===== config.mk =====
export PLATFORM = sky130hd
export DESIGN_NAME = engine
export DESIGN_NICKNAME = d
export VERILOG_FILES = /design/src/rtl/engine_pkg.sv /design/src/rtl/engine.sv /design/src/rtl/pc_fifo.sv /design/src/rtl/regex_cpu.sv /design/src/rtl/slot_arbiter.sv /design/src/rtl/thread_queues.sv
export VERILOG_INCLUDE_DIRS = /design/src /design/src/rtl
export SDC_FILE = /design/constraint.sdc
export NUM_CORES = 1
export LEC_CHECK = 0
export ABC_AREA = 1
export BUFFER_PORTS_ARGS = -buffer_cell sky130_fd_sc_hd__buf_2
export CORE_MARGIN = 3
export CORE_UTILIZATION = 40
export CTS_BUF_LIST = sky130_fd_sc_hd__clkbuf_4 sky130_fd_sc_hd__clkbuf_8
export CTS_CLUSTER_SIZE = 10
export DETAILED_ROUTE_END_ITERATION = 6
export MAX_ROUTING_LAYER = met4
export SYNTH_ARGS = -nofsm -noshare
export SYNTH_HDL_FRONTEND = slang
export SYNTH_SLANG_ARGS = --single-unit

===== constraint.sdc =====
create_clock -name clk -period 7.9 [get_ports clk]
set_clock_uncertainty 0.2 [all_clocks]
set_input_delay 0.395 -clock clk [delete_from_list [all_inputs] [get_ports clk]]
set_output_delay 0.395 -clock clk [all_outputs]
set_load 0.1 [all_outputs]

===== src/rtl/engine_settings.svh =====
// engine widths, window size and queue depth
// instruction opcode encodings
`ifndef ENGINE_SETTINGS_SVH
`define ENGINE_SETTINGS_SVH

// instruction address, counted in 16-bit units
`define ENGINE_PC_WIDTH          8
// slot id width, window holds 2**bits characters
`define ENGINE_CC_ID_BITS        2
`define ENGINE_WINDOW            4
`define ENGINE_CHAR_WIDTH        8

// instruction and external memory geometry
`define ENGINE_INSTR_WIDTH       16
`define ENGINE_MEM_WIDTH         32
`define ENGINE_MEM_ADDR_WIDTH    7

// per-slot thread queue
`define ENGINE_FIFO_DEPTH        8
`define ENGINE_FIFO_COUNT_WIDTH  4
`define ENGINE_LATENCY_WIDTH     8

// opcodes in the top two instruction bits, 3 kills the thread
`define ENGINE_OP_MATCH          2'd0
`define ENGINE_OP_JUMP           2'd1
`define ENGINE_OP_ACCEPT         2'd2

`endif


===== src/rtl/engine_pkg.sv =====
// shared types of the thread engine
// program counter, slot id, thread word, character and instruction
`include "engine_settings.svh"

package engine_pkg;

    typedef logic [`ENGINE_PC_WIDTH-1:0]   pc_t;
    typedef logic [`ENGINE_CC_ID_BITS-1:0] cc_id_t;
    typedef logic [`ENGINE_CHAR_WIDTH-1:0] char_t;

    // thread word, pc on top and slot id below
    typedef struct packed {
        pc_t    pc;
        cc_id_t cc_id;
    } thread_t;

    ////////////////////
    // instruction views
    ////////////////////

    // match view carries the character to compare
    typedef struct packed {
        logic [1:0] op;
        logic [5:0] unused;
        char_t      ch;
    } instr_match_t;

    // jump view carries the target pc
    typedef struct packed {
        logic [1:0] op;
        logic [5:0] unused;
        pc_t        target;
    } instr_jump_t;

    // one 16-bit word, decoded either way by the cpu
    typedef union packed {
        instr_match_t match_view;
        instr_jump_t  jump_view;
    } instr_t;

endpackage


===== src/rtl/engine.sv =====
// thread engine top level
// slot queues, rotating arbiter and instruction cpu
// latency counter and status outputs
`timescale 1ns/1ps
`include "engine_settings.svh"

module engine (
    input  logic                              clk,
    input  logic                              rst,
    output logic                              accepts,
    output logic                              running,
    output logic                              full,
    output logic [`ENGINE_WINDOW-1:0]         elaborating_chars,
    input  logic [`ENGINE_WINDOW-1:0]         cur_window_end_of_s,
    input  logic [`ENGINE_WINDOW-1:0]         cur_window_enable,
    input  engine_pkg::char_t                 cur_window [`ENGINE_WINDOW-1:0],
    input  logic                              new_char,

    input  logic                              memory_ready,
    output logic [`ENGINE_MEM_ADDR_WIDTH-1:0] memory_addr,
    input  logic [`ENGINE_MEM_WIDTH-1:0]      memory_data,
    output logic                              memory_valid,

    input  logic                              input_pc_valid,
    input  engine_pkg::thread_t               input_pc_and_cc_id,
    output logic                              input_pc_ready,
    output logic [`ENGINE_LATENCY_WIDTH-1:0]  input_pc_latency,

    output logic                              output_pc_valid,
    output engine_pkg::thread_t               output_pc_and_cc_id,
    input  logic                              output_pc_ready
);
    // queues to arbiter
    logic [`ENGINE_WINDOW-1:0] head_valid;
    engine_pkg::thread_t       head [`ENGINE_WINDOW-1:0];
    logic [`ENGINE_WINDOW-1:0] q_pop;
    logic [`ENGINE_WINDOW-1:0] q_nonempty;

    // arbiter to cpu
    logic                      cpu_in_valid;
    engine_pkg::thread_t       cpu_in_thread;
    logic                      cpu_in_ready;
    logic                      cpu_busy;
    logic [`ENGINE_WINDOW-1:0] cpu_busy_slot;

    logic                      in_xfer;
    logic                      arb_xfer;

    ////////////////////
    // datapath
    ////////////////////
    thread_queues u_queues (
        .clk        (clk),
        .rst        (rst),
        .in_valid   (input_pc_valid),
        .in_thread  (input_pc_and_cc_id),
        .in_ready   (input_pc_ready),
        .enable     (cur_window_enable),
        .pop        (q_pop),
        .head_valid (head_valid),
        .head       (head),
        .nonempty   (q_nonempty),
        .full       (full)
    );

    // priority rotates with every new character
    slot_arbiter u_arbiter (
        .clk        (clk),
        .rst        (rst),
        .req        (head_valid),
        .cand       (head),
        .grant      (q_pop),
        .shift      (new_char),
        .out_valid  (cpu_in_valid),
        .out_thread (cpu_in_thread),
        .out_ready  (cpu_in_ready)
    );

    regex_cpu u_cpu (
        .clk          (clk),
        .rst          (rst),
        .cur_window   (cur_window),
        .end_of_s     (cur_window_end_of_s),
        .in_valid     (cpu_in_valid),
        .in_thread    (cpu_in_thread),
        .in_ready     (cpu_in_ready),
        .memory_valid (memory_valid),
        .memory_addr  (memory_addr),
        .memory_ready (memory_ready),
        .memory_data  (memory_data),
        .out_valid    (output_pc_valid),
        .out_thread   (output_pc_and_cc_id),
        .out_ready    (output_pc_ready),
        .accepts      (accepts),
        .busy         (cpu_busy),
        .busy_slot    (cpu_busy_slot)
    );

    ////////////////////
    // status
    ////////////////////
    assign in_xfer  = input_pc_valid && input_pc_ready;
    assign arb_xfer = cpu_in_valid && cpu_in_ready;

    // rough wait seen by a new thread, queued threads plus one
    always_ff @(posedge clk)
    begin
        if (rst)
        begin
            input_pc_latency <= `ENGINE_LATENCY_WIDTH'(1);
        end
        else
        begin
            case ({in_xfer, arb_xfer})
                2'b10:   input_pc_latency <= input_pc_latency + 1'b1;
                2'b01:   input_pc_latency <= input_pc_latency - 1'b1;
                default: input_pc_latency <= input_pc_latency;
            endcase
        end
    end

    assign running           = (|head_valid) || cpu_busy;
    assign elaborating_chars = q_nonempty | cpu_busy_slot;

endmodule


===== src/rtl/pc_fifo.sv =====
// first-word-fall-through thread queue
// circular buffer with full, empty and fill count
`timescale 1ns/1ps
`include "engine_settings.svh"

module pc_fifo (
    input  logic                                clk,
    input  logic                                rst,
    input  logic                                push,
    input  engine_pkg::thread_t                 din,
    input  logic                                pop,
    output engine_pkg::thread_t                 dout,
    output logic                                full,
    output logic                                empty,
    output logic [`ENGINE_FIFO_COUNT_WIDTH-1:0] count
);
    localparam int PTR_W = $clog2(`ENGINE_FIFO_DEPTH);

    // storage, payload only
    engine_pkg::thread_t mem [`ENGINE_FIFO_DEPTH-1:0];
    logic [PTR_W-1:0]    wr_ptr;
    logic [PTR_W-1:0]    rd_ptr;
    logic                do_push;
    logic                do_pop;

    // overflow and underflow requests are dropped
    assign do_push = push && !full;
    assign do_pop  = pop && !empty;

    assign full  = (count == `ENGINE_FIFO_COUNT_WIDTH'(`ENGINE_FIFO_DEPTH));
    assign empty = (count == '0);
    // head word always on the output
    assign dout  = mem[rd_ptr];

    always_ff @(posedge clk)
    begin
        if (do_push)
        begin
            mem[wr_ptr] <= din;
        end
    end

    // pointers wrap on their own, depth is a power of two
    always_ff @(posedge clk)
    begin
        if (rst)
        begin
            wr_ptr <= '0;
            rd_ptr <= '0;
            count  <= '0;
        end
        else
        begin
            if (do_push)
            begin
                wr_ptr <= wr_ptr + 1'b1;
            end
            if (do_pop)
            begin
                rd_ptr <= rd_ptr + 1'b1;
            end
            case ({do_push, do_pop})
                2'b10:   count <= count + 1'b1;
                2'b01:   count <= count - 1'b1;
                default: count <= count;
            endcase
        end
    end

endmodule


===== src/rtl/regex_cpu.sv =====
// single-thread instruction processor
// fetch from 32-bit memory, pick 16-bit half, run MATCH, JUMP or ACCEPT
`timescale 1ns/1ps
`include "engine_settings.svh"

module regex_cpu (
    input  logic                              clk,
    input  logic                              rst,
    input  engine_pkg::char_t                 cur_window [`ENGINE_WINDOW-1:0],
    input  logic [`ENGINE_WINDOW-1:0]         end_of_s,
    input  logic                              in_valid,
    input  engine_pkg::thread_t               in_thread,
    output logic                              in_ready,
    output logic                              memory_valid,
    output logic [`ENGINE_MEM_ADDR_WIDTH-1:0] memory_addr,
    input  logic                              memory_ready,
    input  logic [`ENGINE_MEM_WIDTH-1:0]      memory_data,
    output logic                              out_valid,
    output engine_pkg::thread_t               out_thread,
    input  logic                              out_ready,
    output logic                              accepts,
    output logic                              busy,
    output logic [`ENGINE_WINDOW-1:0]         busy_slot
);
    typedef enum logic [1:0] {
        S_IDLE,
        S_FETCH,
        S_EXEC,
        S_EMIT
    } state_t;

    state_t              state;
    // thread in flight and its result
    engine_pkg::thread_t cur_thread;
    engine_pkg::thread_t out_q;
    // which 16-bit half of the memory word holds the instruction
    logic                half_sel;

    // decode signals, valid in S_EXEC only
    engine_pkg::instr_t  instr;
    logic [1:0]          op;
    engine_pkg::char_t   slot_char;
    logic                hit;
    engine_pkg::thread_t match_next;
    engine_pkg::thread_t jump_next;

    ////////////////////
    // decode
    ////////////////////
    always_comb
    begin
        // memory word arrives the cycle after the transfer
        instr     = memory_data[half_sel*`ENGINE_INSTR_WIDTH +: `ENGINE_INSTR_WIDTH];
        op        = instr.match_view.op;
        slot_char = cur_window[cur_thread.cc_id];
        hit       = (instr.match_view.ch == slot_char);

        // match moves on to the next character slot
        match_next.pc    = cur_thread.pc + 1'b1;
        match_next.cc_id = cur_thread.cc_id + 1'b1;

        // jump stays on the same slot
        jump_next.pc     = instr.jump_view.target;
        jump_next.cc_id  = cur_thread.cc_id;
    end

    ////////////////////
    // control FSM
    ////////////////////
    always_ff @(posedge clk)
    begin
        if (rst)
        begin
            state <= S_IDLE;
        end
        else
        begin
            case (state)
                S_IDLE:
                begin
                    if (in_valid)
                    begin
                        state <= S_FETCH;
                    end
                end
                S_FETCH:
                begin
                    if (memory_ready)
                    begin
                        state <= S_EXEC;
                    end
                end
                S_EXEC:
                begin
                    case (op)
                        `ENGINE_OP_MATCH: state <= hit ? S_EMIT : S_IDLE;
                        `ENGINE_OP_JUMP:  state <= S_EMIT;
                        // accept and kill both end the thread here
                        default:          state <= S_IDLE;
                    endcase
                end
                default:
                begin
                    // hold the result until the consumer takes it
                    if (out_ready)
                    begin
                        state <= S_IDLE;
                    end
                end
            endcase
        end
    end

    // thread, half select and result registers
    always_ff @(posedge clk)
    begin
        if (state == S_IDLE && in_valid)
        begin
            cur_thread <= in_thread;
        end
        if (state == S_FETCH && memory_ready)
        begin
            half_sel <= cur_thread.pc[0];
        end
        if (state == S_EXEC)
        begin
            out_q <= (op == `ENGINE_OP_JUMP) ? jump_next : match_next;
        end
    end

    ////////////////////
    // outputs
    ////////////////////
    assign in_ready     = (state == S_IDLE);
    assign memory_valid = (state == S_FETCH);
    // word address, pc counts 16-bit halves
    assign memory_addr  = cur_thread.pc[`ENGINE_PC_WIDTH-1:1];
    assign out_valid    = (state == S_EMIT);
    assign out_thread   = out_q;

    // one-cycle pulse when the slot is at end of string
    assign accepts = (state == S_EXEC) && (op == `ENGINE_OP_ACCEPT)
                     && end_of_s[cur_thread.cc_id];

    assign busy      = (state != S_IDLE);
    assign busy_slot = busy ? (`ENGINE_WINDOW'(1) << cur_thread.cc_id) : '0;

endmodule


===== src/rtl/slot_arbiter.sv =====
// rotating-priority pick among slot queue heads
// lowest-priority pointer steps once per new character
`timescale 1ns/1ps
`include "engine_settings.svh"

module slot_arbiter (
    input  logic                      clk,
    input  logic                      rst,
    input  logic [`ENGINE_WINDOW-1:0] req,
    input  engine_pkg::thread_t       cand [`ENGINE_WINDOW-1:0],
    output logic [`ENGINE_WINDOW-1:0] grant,
    input  logic                      shift,
    output logic                      out_valid,
    output engine_pkg::thread_t       out_thread,
    input  logic                      out_ready
);
    // slot with the lowest priority
    engine_pkg::cc_id_t low_ptr;
    // winning slot and loop index
    engine_pkg::cc_id_t sel;
    engine_pkg::cc_id_t idx;
    logic               found;

    ////////////////////
    // priority pointer
    ////////////////////

    // last slot is lowest out of reset, so slot 0 wins first
    always_ff @(posedge clk)
    begin
        if (rst)
        begin
            low_ptr <= engine_pkg::cc_id_t'(`ENGINE_WINDOW - 1);
        end
        else if (shift)
        begin
            low_ptr <= low_ptr + 1'b1;
        end
    end

    ////////////////////
    // selection
    ////////////////////

    // scan from the slot after the pointer, wrapping round
    always_comb
    begin
        sel   = low_ptr;
        idx   = low_ptr;
        found = 1'b0;
        for (int k = 1; k <= `ENGINE_WINDOW; k++)
        begin
            idx = engine_pkg::cc_id_t'(low_ptr + k);
            if (!found && req[idx])
            begin
                sel   = idx;
                found = 1'b1;
            end
        end
    end

    assign out_valid  = found;
    assign out_thread = cand[sel];

    // pop the winner only when the cpu takes it
    assign grant = (out_valid && out_ready) ? (`ENGINE_WINDOW'(1) << sel) : '0;

endmodule


===== src/rtl/thread_queues.sv =====
// one thread queue per window slot
// input demux by slot id, enable masking, occupancy flags
`timescale 1ns/1ps
`include "engine_settings.svh"

module thread_queues (
    input  logic                      clk,
    input  logic                      rst,
    input  logic                      in_valid,
    input  engine_pkg::thread_t       in_thread,
    output logic                      in_ready,
    input  logic [`ENGINE_WINDOW-1:0] enable,
    input  logic [`ENGINE_WINDOW-1:0] pop,
    output logic [`ENGINE_WINDOW-1:0] head_valid,
    output engine_pkg::thread_t       head [`ENGINE_WINDOW-1:0],
    output logic [`ENGINE_WINDOW-1:0] nonempty,
    output logic                      full
);
    logic [`ENGINE_WINDOW-1:0] q_push;
    logic [`ENGINE_WINDOW-1:0] q_full;
    logic [`ENGINE_WINDOW-1:0] q_empty;

    // accept only while every queue has room
    assign in_ready = ~|q_full;
    // engine counts as full once a single queue is
    assign full     = |q_full;

    // thread goes to every queue, push only on its own slot
    always_comb
    begin
        for (int i = 0; i < `ENGINE_WINDOW; i++)
        begin
            q_push[i] = in_valid && in_ready && (in_thread.cc_id == i);
        end
    end

    ////////////////////
    // slot queues
    ////////////////////
    for (genvar g = 0; g < `ENGINE_WINDOW; g++)
    begin : g_slot
        pc_fifo u_fifo (
            .clk   (clk),
            .rst   (rst),
            .push  (q_push[g]),
            .din   (in_thread),
            .pop   (pop[g]),
            .dout  (head[g]),
            .full  (q_full[g]),
            .empty (q_empty[g]),
            .count ()
        );

        // disabled slots hide their head from the arbiter
        assign nonempty[g]   = !q_empty[g];
        assign head_valid[g] = !q_empty[g] && enable[g];
    end

endmodule


==> summary.md, run 1 <==
| Metric | Value |
|---|---|
| Register-to-register setup slack | 3910 ps |
| Post-Syn Area | 17,700 µm² |
| Row cnt | 76 |
| Placeable Area | 43,400 µm² |
| Fmax | 251 MHz |
| Combinational family with the most area after synthesis | simple AND/OR/NAND/NOR gates |
| Hold EP | u_cpu.out_thread[3] |
| Initial antenna violation count | 0 |
| Skew-Pair Late Insertion Delay | 600 ps |
| Antenna-violating nets left | 0 |
| Synth Instances | 1,637 |
| Synthesis-stage register bit count | 405 |
| Leakage power | 7.58 nW |
| Nets | 1,870 |
| CTS clock-pin slew for the worst setup and hold paths | 60 ps |
| Setup-failing EPs final | 0 |
| Clock Path Buffers | 3 |
| Warnings from Yosys | 0 |
| Die X | 216 µm |
| Synth top area share | 57.9% |
| # H-tree levels | 3 |
| Vias in the first global route | 12,000 |
| Outcome | completed |
| Hold path start | memory_data[1] |
| Max-slew headroom | 19.7% |
| R2R Path End | u_queues.g_slot[0].u_fifo.count[3] |
| Final worst slack | 3910 ps |
| Setup TNS Final | 0 ps |
| Synth area leaders | edfxtp_1 (58%), dfxtp_1 (7.2%), nand2_1 (6.2%) |
| PwrDens | 357 nW/µm² |
| CP Launch Type | flip-flop |
| Total GRT Usage | 18.6% |
| Hpwl dp | 26,500 µm |
| Placer Congestion | 0.824 |
| Die area | 46,800 µm² |
| Largest net degree at the start of global routing | 42 |
| PortBufs | 110 |
| Hold path depth | 3 |
| Crit-path max FO | 13 |
| Clk sink count | 405 |
| Simple-gate share of the synthesized area | 13.9% |
| Top FF cell, synth | edfxtp_1 |
| Worst Max-Slew Pin Slew | 1200 ps |
| Layout cell share with drive strength beyond 1 | 14.5% |
| Starting DRC count in detailed routing | 1,062 |
| Diode count | 0 |
| Routed wire per std cell | 17.9 µm |
| Cts bufs inserted | 67 |
| Pre-CTS setup slack | 3910 ps |
| EDFF count, synth | 341 |
| Yosys top cell by area | edfxtp_1 |
| VDD IR max | 0.327 mV |
| Post-synthesis cell type count | 40 |
| Total Routed Length | 42,700 µm |
| DRC | 0 |
| Maxcap violations | 0 |
| Hold_ws | 46.3 ps |
| Reg-to-Reg Start | u_arbiter.low_ptr[0] |
| Post-synthesis mux area share | 0.304% |
| Total number of vias | 12,400 |
| Die H | 216 µm |
| CP Capture Type | flip-flop |
| Xor and xnor area share after synthesis | 1.83% |
| Syn_nets | 1,758 |
| Pre-Repair DR Iteration Count | 5 |
| Remaining Overflow, GRT | 0 |
| Sequential-to-total area share from yosys stat | 65.1% |
| Initial Util | 40.8% |
| Post-Layout Cell Count | 2,389 |
| First-pass GRT wire length | 66,200 µm |
| Placed insts | 2,263 |
| Synth Area in Compound Gates | 12.2% |
| I/O Pins | 123 |
| Ys async rst share | 0% |
| Vias/cell | 5.20 |
| Data arrival, critical path | 4300 ps |
| Syn_area_per_cell | 10.8 µm² |
| Kind of critical path | reg -> reg |
| R2R depth | 16 |
| Data required, critical path | 8210 ps |
| Area grow syn2layout | 13.5% |
| Hold Crit Class | in -> reg |
| RSZ-0062 raised after global routing | false |
| Final hold vios | 0 |
| Final min period | 3990 ps |
| CTS root buffer | clkbuf_8 |
| CTS tree | yes |
| Adder-cell share of the synthesized area | 2.38% |
| Slew Viols, Final | 0 |
| Fin crit share | 50.5% |
stage by stage:
step	area (µm²)	power [W]	util, %
finish	20100	0.00718	46.3
global route	20100	0.00761	46.3
CTS	20100	0.00723	46.3
detailed placement	18700	0.00543	43.2
global placement	18700	0.00538	43.2
floorplan	17700	0.00475	-
cell families (layout without fill, tap and decap cells):
kind of cell / after synthesis / count (layout)
multiplexers: 5 / 5
adder cells (fa/ha/maj): 33 / 33
flip-flops: 405 / 405
buffers and inverters: 184 / 351
XOR/XNOR: 36 / 36
AND/OR/NAND/NOR: 597 / 597
AO/OA/AOI/OAI: 377 / 377
how the worst max path moves through the flow:
stage	startpoint	endpoint	slack, ps
floorplan	u_queues.g_slot[1].u_fifo.count[1]	input_pc_latency[7]	3330
finish	u_arbiter.low_ptr[0]	u_queues.g_slot[0].u_fifo.count[3]	3910
detailed placement	u_arbiter.low_ptr[0]	u_queues.g_slot[0].u_fifo.count[3]	3910
global route	u_arbiter.low_ptr[0]	u_queues.g_slot[0].u_fifo.count[3]	3470
global placement	u_arbiter.low_ptr[0]	u_queues.g_slot[0].u_fifo.count[2]	4030
CTS	u_arbiter.low_ptr[0]	u_queues.g_slot[0].u_fifo.count[3]	3890
power by group:
group	total (W)	leakage (nW)	internal, W	switching (W)
clock network	0.00179	0.693	0.000974	0.000818
logic	0.00274	3.28	0.000719	0.00202
registers	0.00265	3.60	0.00250	0.000143
what timing repair did:
| action | in CTS | in global routing |
|---|---|---|
| setup buffers | 0 | 0 |
| endpoints found under the hold margin | 3 | 0 |
| gates resized for setup | 0 | 0 |
| hold buffers | 2 | 0 |
sequential cells by signal (all words and copies together), names as in the netlist, named ones only:
signal / cells
input_pc_latency: 8
u_queues.g_slot.u_fifo.count: 16
u_cpu.state: 2
u_queues.g_slot.u_fifo.rd_ptr: 12
u_cpu.cur_thread: 3
u_queues.g_slot.u_fifo.mem: 320
u_queues.g_slot.u_fifo.wr_ptr: 12
u_cpu.half_sel: 1
u_arbiter.low_ptr: 2
u_cpu.memory_addr: 7
u_cpu.out_thread: 10
synth_stat cells (4+ instances only):
cell type and count:
edfxtp_1 341, nand2_1 291, o21ai_0 197, nor2_1 190
inv_1 94, a21oi_1 82, nand3_1 72, clkbuf_1 64
dfxtp_1 64, o22ai_1 40, ha_1 32, a32o_1 26
xor2_1 23, o221ai_1 14, nand4_1 12, xnor2_1 12
nor3_1 11, o21ai_1 10, buf_4 9, buf_2 8
o211ai_1 5, nand2_2 4, nand3b_1 4, nor2_2 4
or2_2 4
cell usage in the layout, fill, tap and decap left out, drive strengths merged:
cell type and n:
nor2 195, xnor2 13, mux2 3, nor3 11
fa 1, o2111ai 1, nand2 296, xor2 23
clkinv 26, a21oi 82, inv 97, nand3b 4
mux2i 2, o221ai 14, o22ai 40, a221oi 1
clkinvlp 4, clkbuf 96, nand3 75, ha 32
buf 126, o211ai 5, edfxtp 341, a32o 26
dfxtp 64, o21ai 208, dlygate4sd3 2, nand4 12
or2 4
critical path: stages, from the launching register on:
cell,delay [ps]
dfxtp_1,610
inv_2,160
nand3_1,190
nand3_1,170
nand2_4,150
nand2_1,60
nand2_1,60
nand3_1,60
nand2_1,550
nand3_1,420
inv_1,180
ha_1,240
xor2_1,220
nand3b_1,130
o21ai_0,230
o21ai_0,110
a21oi_1,190
area by class of cell:
| cell class | count | area (µm²) |
|---|---|---|
| clock buffers | 96 | 1190 |
| clock inverters | 28 | 135 |
| fillers | 4005 | 23300 |
| inverters | 99 | 372 |
| multi-input cells | 1048 | 5430 |
| flip-flops and latches | 405 | 11500 |
| well taps | 585 | 732 |
| repair buffers | 128 | 691 |
routing by layer:
| layer | share of wire [%] | vias up | global-route usage (%) | routed length [µm] |
|---|---|---|---|---|
| met5 | 0 | - | - | 0 |
| met4 | 1.9 | 0 | 5.54 | 798 |
| met3 | 4.4 | 67 | 2.75 | 1870 |
| met2 | 48 | 307 | 29.6 | 20300 |
| met1 | 46 | 6017 | 25.0 | 19700 |
| li1 | - | 6025 | - | - |
Note: power is estimated with default switching activity, not from simulation.
==> inputs of run 2 (changes only) <==
- clock period: 7.9 -> 3.4 ns (I/O delays scaled with it)
==> summary.md, run 2 (synthesis gave the netlist of run 1 again) <==
| Metric | Value |
|---|---|
| Outcome | completed (unchanged) |
| P_sw | 0.00707 W (was 0.00298 W) |
| Comb power frac | 38.5% (was 38.1%) |
| Layout Cell Area excl Fill | 21,100 µm² (was 20,100 µm²) |
| Largest regs | u_queues.g_slot.u_fifo.mem: 320 flops, u_queues.g_slot.u_fifo.count: 16 flops (unchanged) |
| Nets | 1,924 (was 1,870) |
| DRC | 0 (unchanged) |
| Most frequent cells in the layout | edfxtp_1 (341), nand2_1 (286), o21ai_0 (187), nor2_1 (164), buf_2 (110) (was edfxtp_1 (341), nand2_1 (291), o21ai_0 (197), nor2_1 (189), buf_2 (110)) |
| Kind of critical path | reg -> reg (unchanged) |
| CTS tree | yes (unchanged) |
| P_int | 0.0105 W (was 0.00420 W) |
| Data required, critical path | 3700 ps (was 8210 ps) |
| Final min period | 3150 ps (was 3990 ps) |
| Row cnt | 76 (unchanged) |
| Die H | 216 µm (unchanged) |
| Hold_ws | 28.7 ps (was 46.3 ps) |
| Starting DRC count in detailed routing | 941 (was 1,062) |
| Slew Viols, Final | 0 (unchanged) |
| Data arrival, critical path | 3450 ps (was 4300 ps) |
| Most common cell after layout, fill and taps aside | edfxtp_1 (unchanged) |
| Die X | 216 µm (unchanged) |
| Layout cell share with drive strength beyond 1 | 19.2% (was 14.5%) |
| Area of the multi-input gates | 5800 µm² (was 5430 µm²) |
| Remaining Overflow, GRT | 0 (unchanged) |
| R2R depth | 16 (unchanged) |
| Total number of vias | 12,700 (was 12,400) |
| Largest net degree at the start of global routing | 41 (was 42) |
| Net switching fraction of the power | 40.3% (was 41.5%) |
| CP Capture Type | flip-flop (unchanged) |
| Register-to-register setup slack | 250 ps (was 3910 ps) |
| Reg power frac | 34.9% (was 36.9%) |
| Maxcap violations | 0 (unchanged) |
| Biggest register | u_queues.g_slot.u_fifo.mem (unchanged) |
| Worst Max-Slew Pin Slew | 995 ps (was 1200 ps) |
| Bufs and invs on worst path | 3 (was 2) |
| VDD IR max | 0.856 mV (was 0.327 mV) |
| Vias in the first global route | 12,300 (was 12,000) |
| PwrDens | 832 nW/µm² (was 357 nW/µm²) |
| Initial Util | 40.8% (unchanged) |
| Vias/cell | 5.22 (was 5.20) |
| Worst path max stage delay | 470 ps (was 610 ps) |
| Setup-failing EPs final | 0 (unchanged) |
| Diode count | 0 (unchanged) |
| Fmax | 318 MHz (was 251 MHz) |
| Routed wire per std cell | 17.8 µm (was 17.9 µm) |
| Total GRT Usage | 19.0% (was 18.6%) |
| # fillers | 3,912 (was 4,005) |
| Fin crit share | 92.5% (was 50.5%) |
| Final hold vios | 0 (unchanged) |
| Leakage power | 7.95 nW (was 7.58 nW) |
| Placed insts | 2,282 (was 2,263) |
| Initial antenna violation count | 0 (unchanged) |
| Seq. cell area | 11,500 µm² (about the same) |
| Total Routed Length | 43,500 µm (was 42,700 µm) |
| Post-DP Area | 19,200 µm² (was 18,700 µm²) |
| CTS root buffer | clkbuf_8 (unchanged) |
| Post-Layout Cell Count | 2,442 (was 2,389) |
| CP Cell Sequence | inv_2, nand3_1, nand3_2, nand2_4, nand3_4, nand2_1, o21ai_4, nand3_1, clkinv_1, ha_4, xor2_1, ha_1, a21oi_1, xor2_1, o21ai_0, inv_1 (was inv_2, nand3_1, nand3_1, nand2_4, nand2_1, nand2_1, nand3_1, nand2_1, nand3_1, inv_1, ha_1, xor2_1, nand3b_1, o21ai_0, o21ai_0, a21oi_1) |
| CTS clock-pin slew for the worst setup and hold paths | 60 ps (about the same) |
| Max-slew headroom | 33.6% (was 19.7%) |
| Clock Path Buffers | 3 (unchanged) |
| PortBufs | 110 (unchanged) |
| Die area | 46,800 µm² (unchanged) |
| Hold path depth | 7 (was 3) |
| Hpwl dp | 27,400 µm (was 26,500 µm) |
| Clock share of power | 26.6% (was 25.0%) |
| Hold Crit Class | in -> reg (unchanged) |
| Cell count along the critical path | 16 (unchanged) |
| Largest delay share family, worst path | simple AND/OR/NAND/NOR gates (unchanged) |
| Placeable Area | 43,400 µm² (unchanged) |
| Cts bufs inserted | 69 (was 67) |
| Placer Congestion | 0.863 (was 0.824) |
| Clk sink count | 405 (unchanged) |
| Area grow syn2layout | 19.2% (was 13.5%) |
| Skew-Pair Late Insertion Delay | 620 ps (was 600 ps) |
| # H-tree levels | 3 (unchanged) |
| Antenna-violating nets left | 0 (unchanged) |
| Crit-path max FO | 9 (was 13) |
| I/O Pins | 123 (unchanged) |
| First-pass GRT wire length | 67,800 µm (was 66,200 µm) |
| CP Launch Type | flip-flop (unchanged) |
| Max reg flops | 320 (unchanged) |
| Pre-Repair DR Iteration Count | 6 (was 5) |
| Crit-path slowest cell | dfxtp_2 (was dfxtp_1) |
| Total chip power | 0.0175 W (was 0.00718 W) |
## run 2: cell types whose count changed in the layout (fill, tap and decap cells not counted), sizes merged
cell,before,now
buf,126,147
bufinv,0,5
clkbuf,96,99
clkinv,26,19
clkinvlp,4,5
dlygate4sd3,2,33
inv,97,96
## run 2: layout make-up
type	count	area share [%]
repair buffers	180	5.49
well taps	585	3.47
clock buffers	99	5.81
multi-input cells	1048	27.5
clock inverters	26	1.21
flip-flops and latches	405	54.7
inverters	99	1.82
## run 2: worst reg2reg max path, cell delays in order (launching register included)
cell and delay (ps):
dfxtp_2 470, inv_2 130, nand3_1 190, nand3_2 150
nand2_4 140, nand3_4 110, nand2_1 130, o21ai_4 80
nand3_1 120, clkinv_1 220, ha_4 250, xor2_1 150
ha_1 190, a21oi_1 160, xor2_1 90, o21ai_0 190
inv_1 60
## run 2: worst paths after layout
kind,from,endpoint
hold / removal,memory_data[14],u_cpu.state[1]
setup reg to reg,u_arbiter.low_ptr[0],u_queues.g_slot[3].u_fifo.count[2]
hold reg to reg,input_pc_latency[7],input_pc_latency[7]
setup / recovery,u_arbiter.low_ptr[0],u_queues.g_slot[3].u_fifo.count[2]
## run 2: repair_timing
item | CTS | global route
setup endpoints to repair | 1 | 10
pin swaps | 0 | 1
endpoints found under the hold margin | 331 | 0
hold buffers | 33 | 0
setup buffers | 0 | 2
cloned | 0 | 0
resized for setup | 1 | 5
## run 2: per-stage QoR
stage	util, %	setup TNS (ps)	setup WS (ps)
after floorplan	-	-134740	-719
after global placement	44.4	0	160
after detailed placement	44.4	-13.5	-13.5
after CTS	48.6	0	142
after global routing	48.6	-17.3	-15.1
final	48.6	0	254
## run 2: layer usage
| metal | global-route usage (%) | wire [µm] | share of wire, % |
|---|---|---|---|
| met1 | 25.3 | 20000 | 46 |
| met2 | 29.8 | 20000 | 46 |
| met3 | 3.51 | 2470 | 5.7 |
| met4 | 5.73 | 985 | 2.3 |
| met5 | - | 0 | 0 |
## run 2: power groups by stage
| stage | clock, W | sequential, W | combinational (W) |
|---|---|---|---|
| after floorplan | 0 | 0.00661 | 0.00461 |
| after global placement | 0 | 0.00621 | 0.00654 |
| after detailed placement | 0 | 0.00622 | 0.00663 |
| after CTS | 0.00477 | 0.00612 | 0.00672 |
| after global routing | 0.00501 | 0.00616 | 0.00739 |
| final | 0.00466 | 0.00613 | 0.00676 |
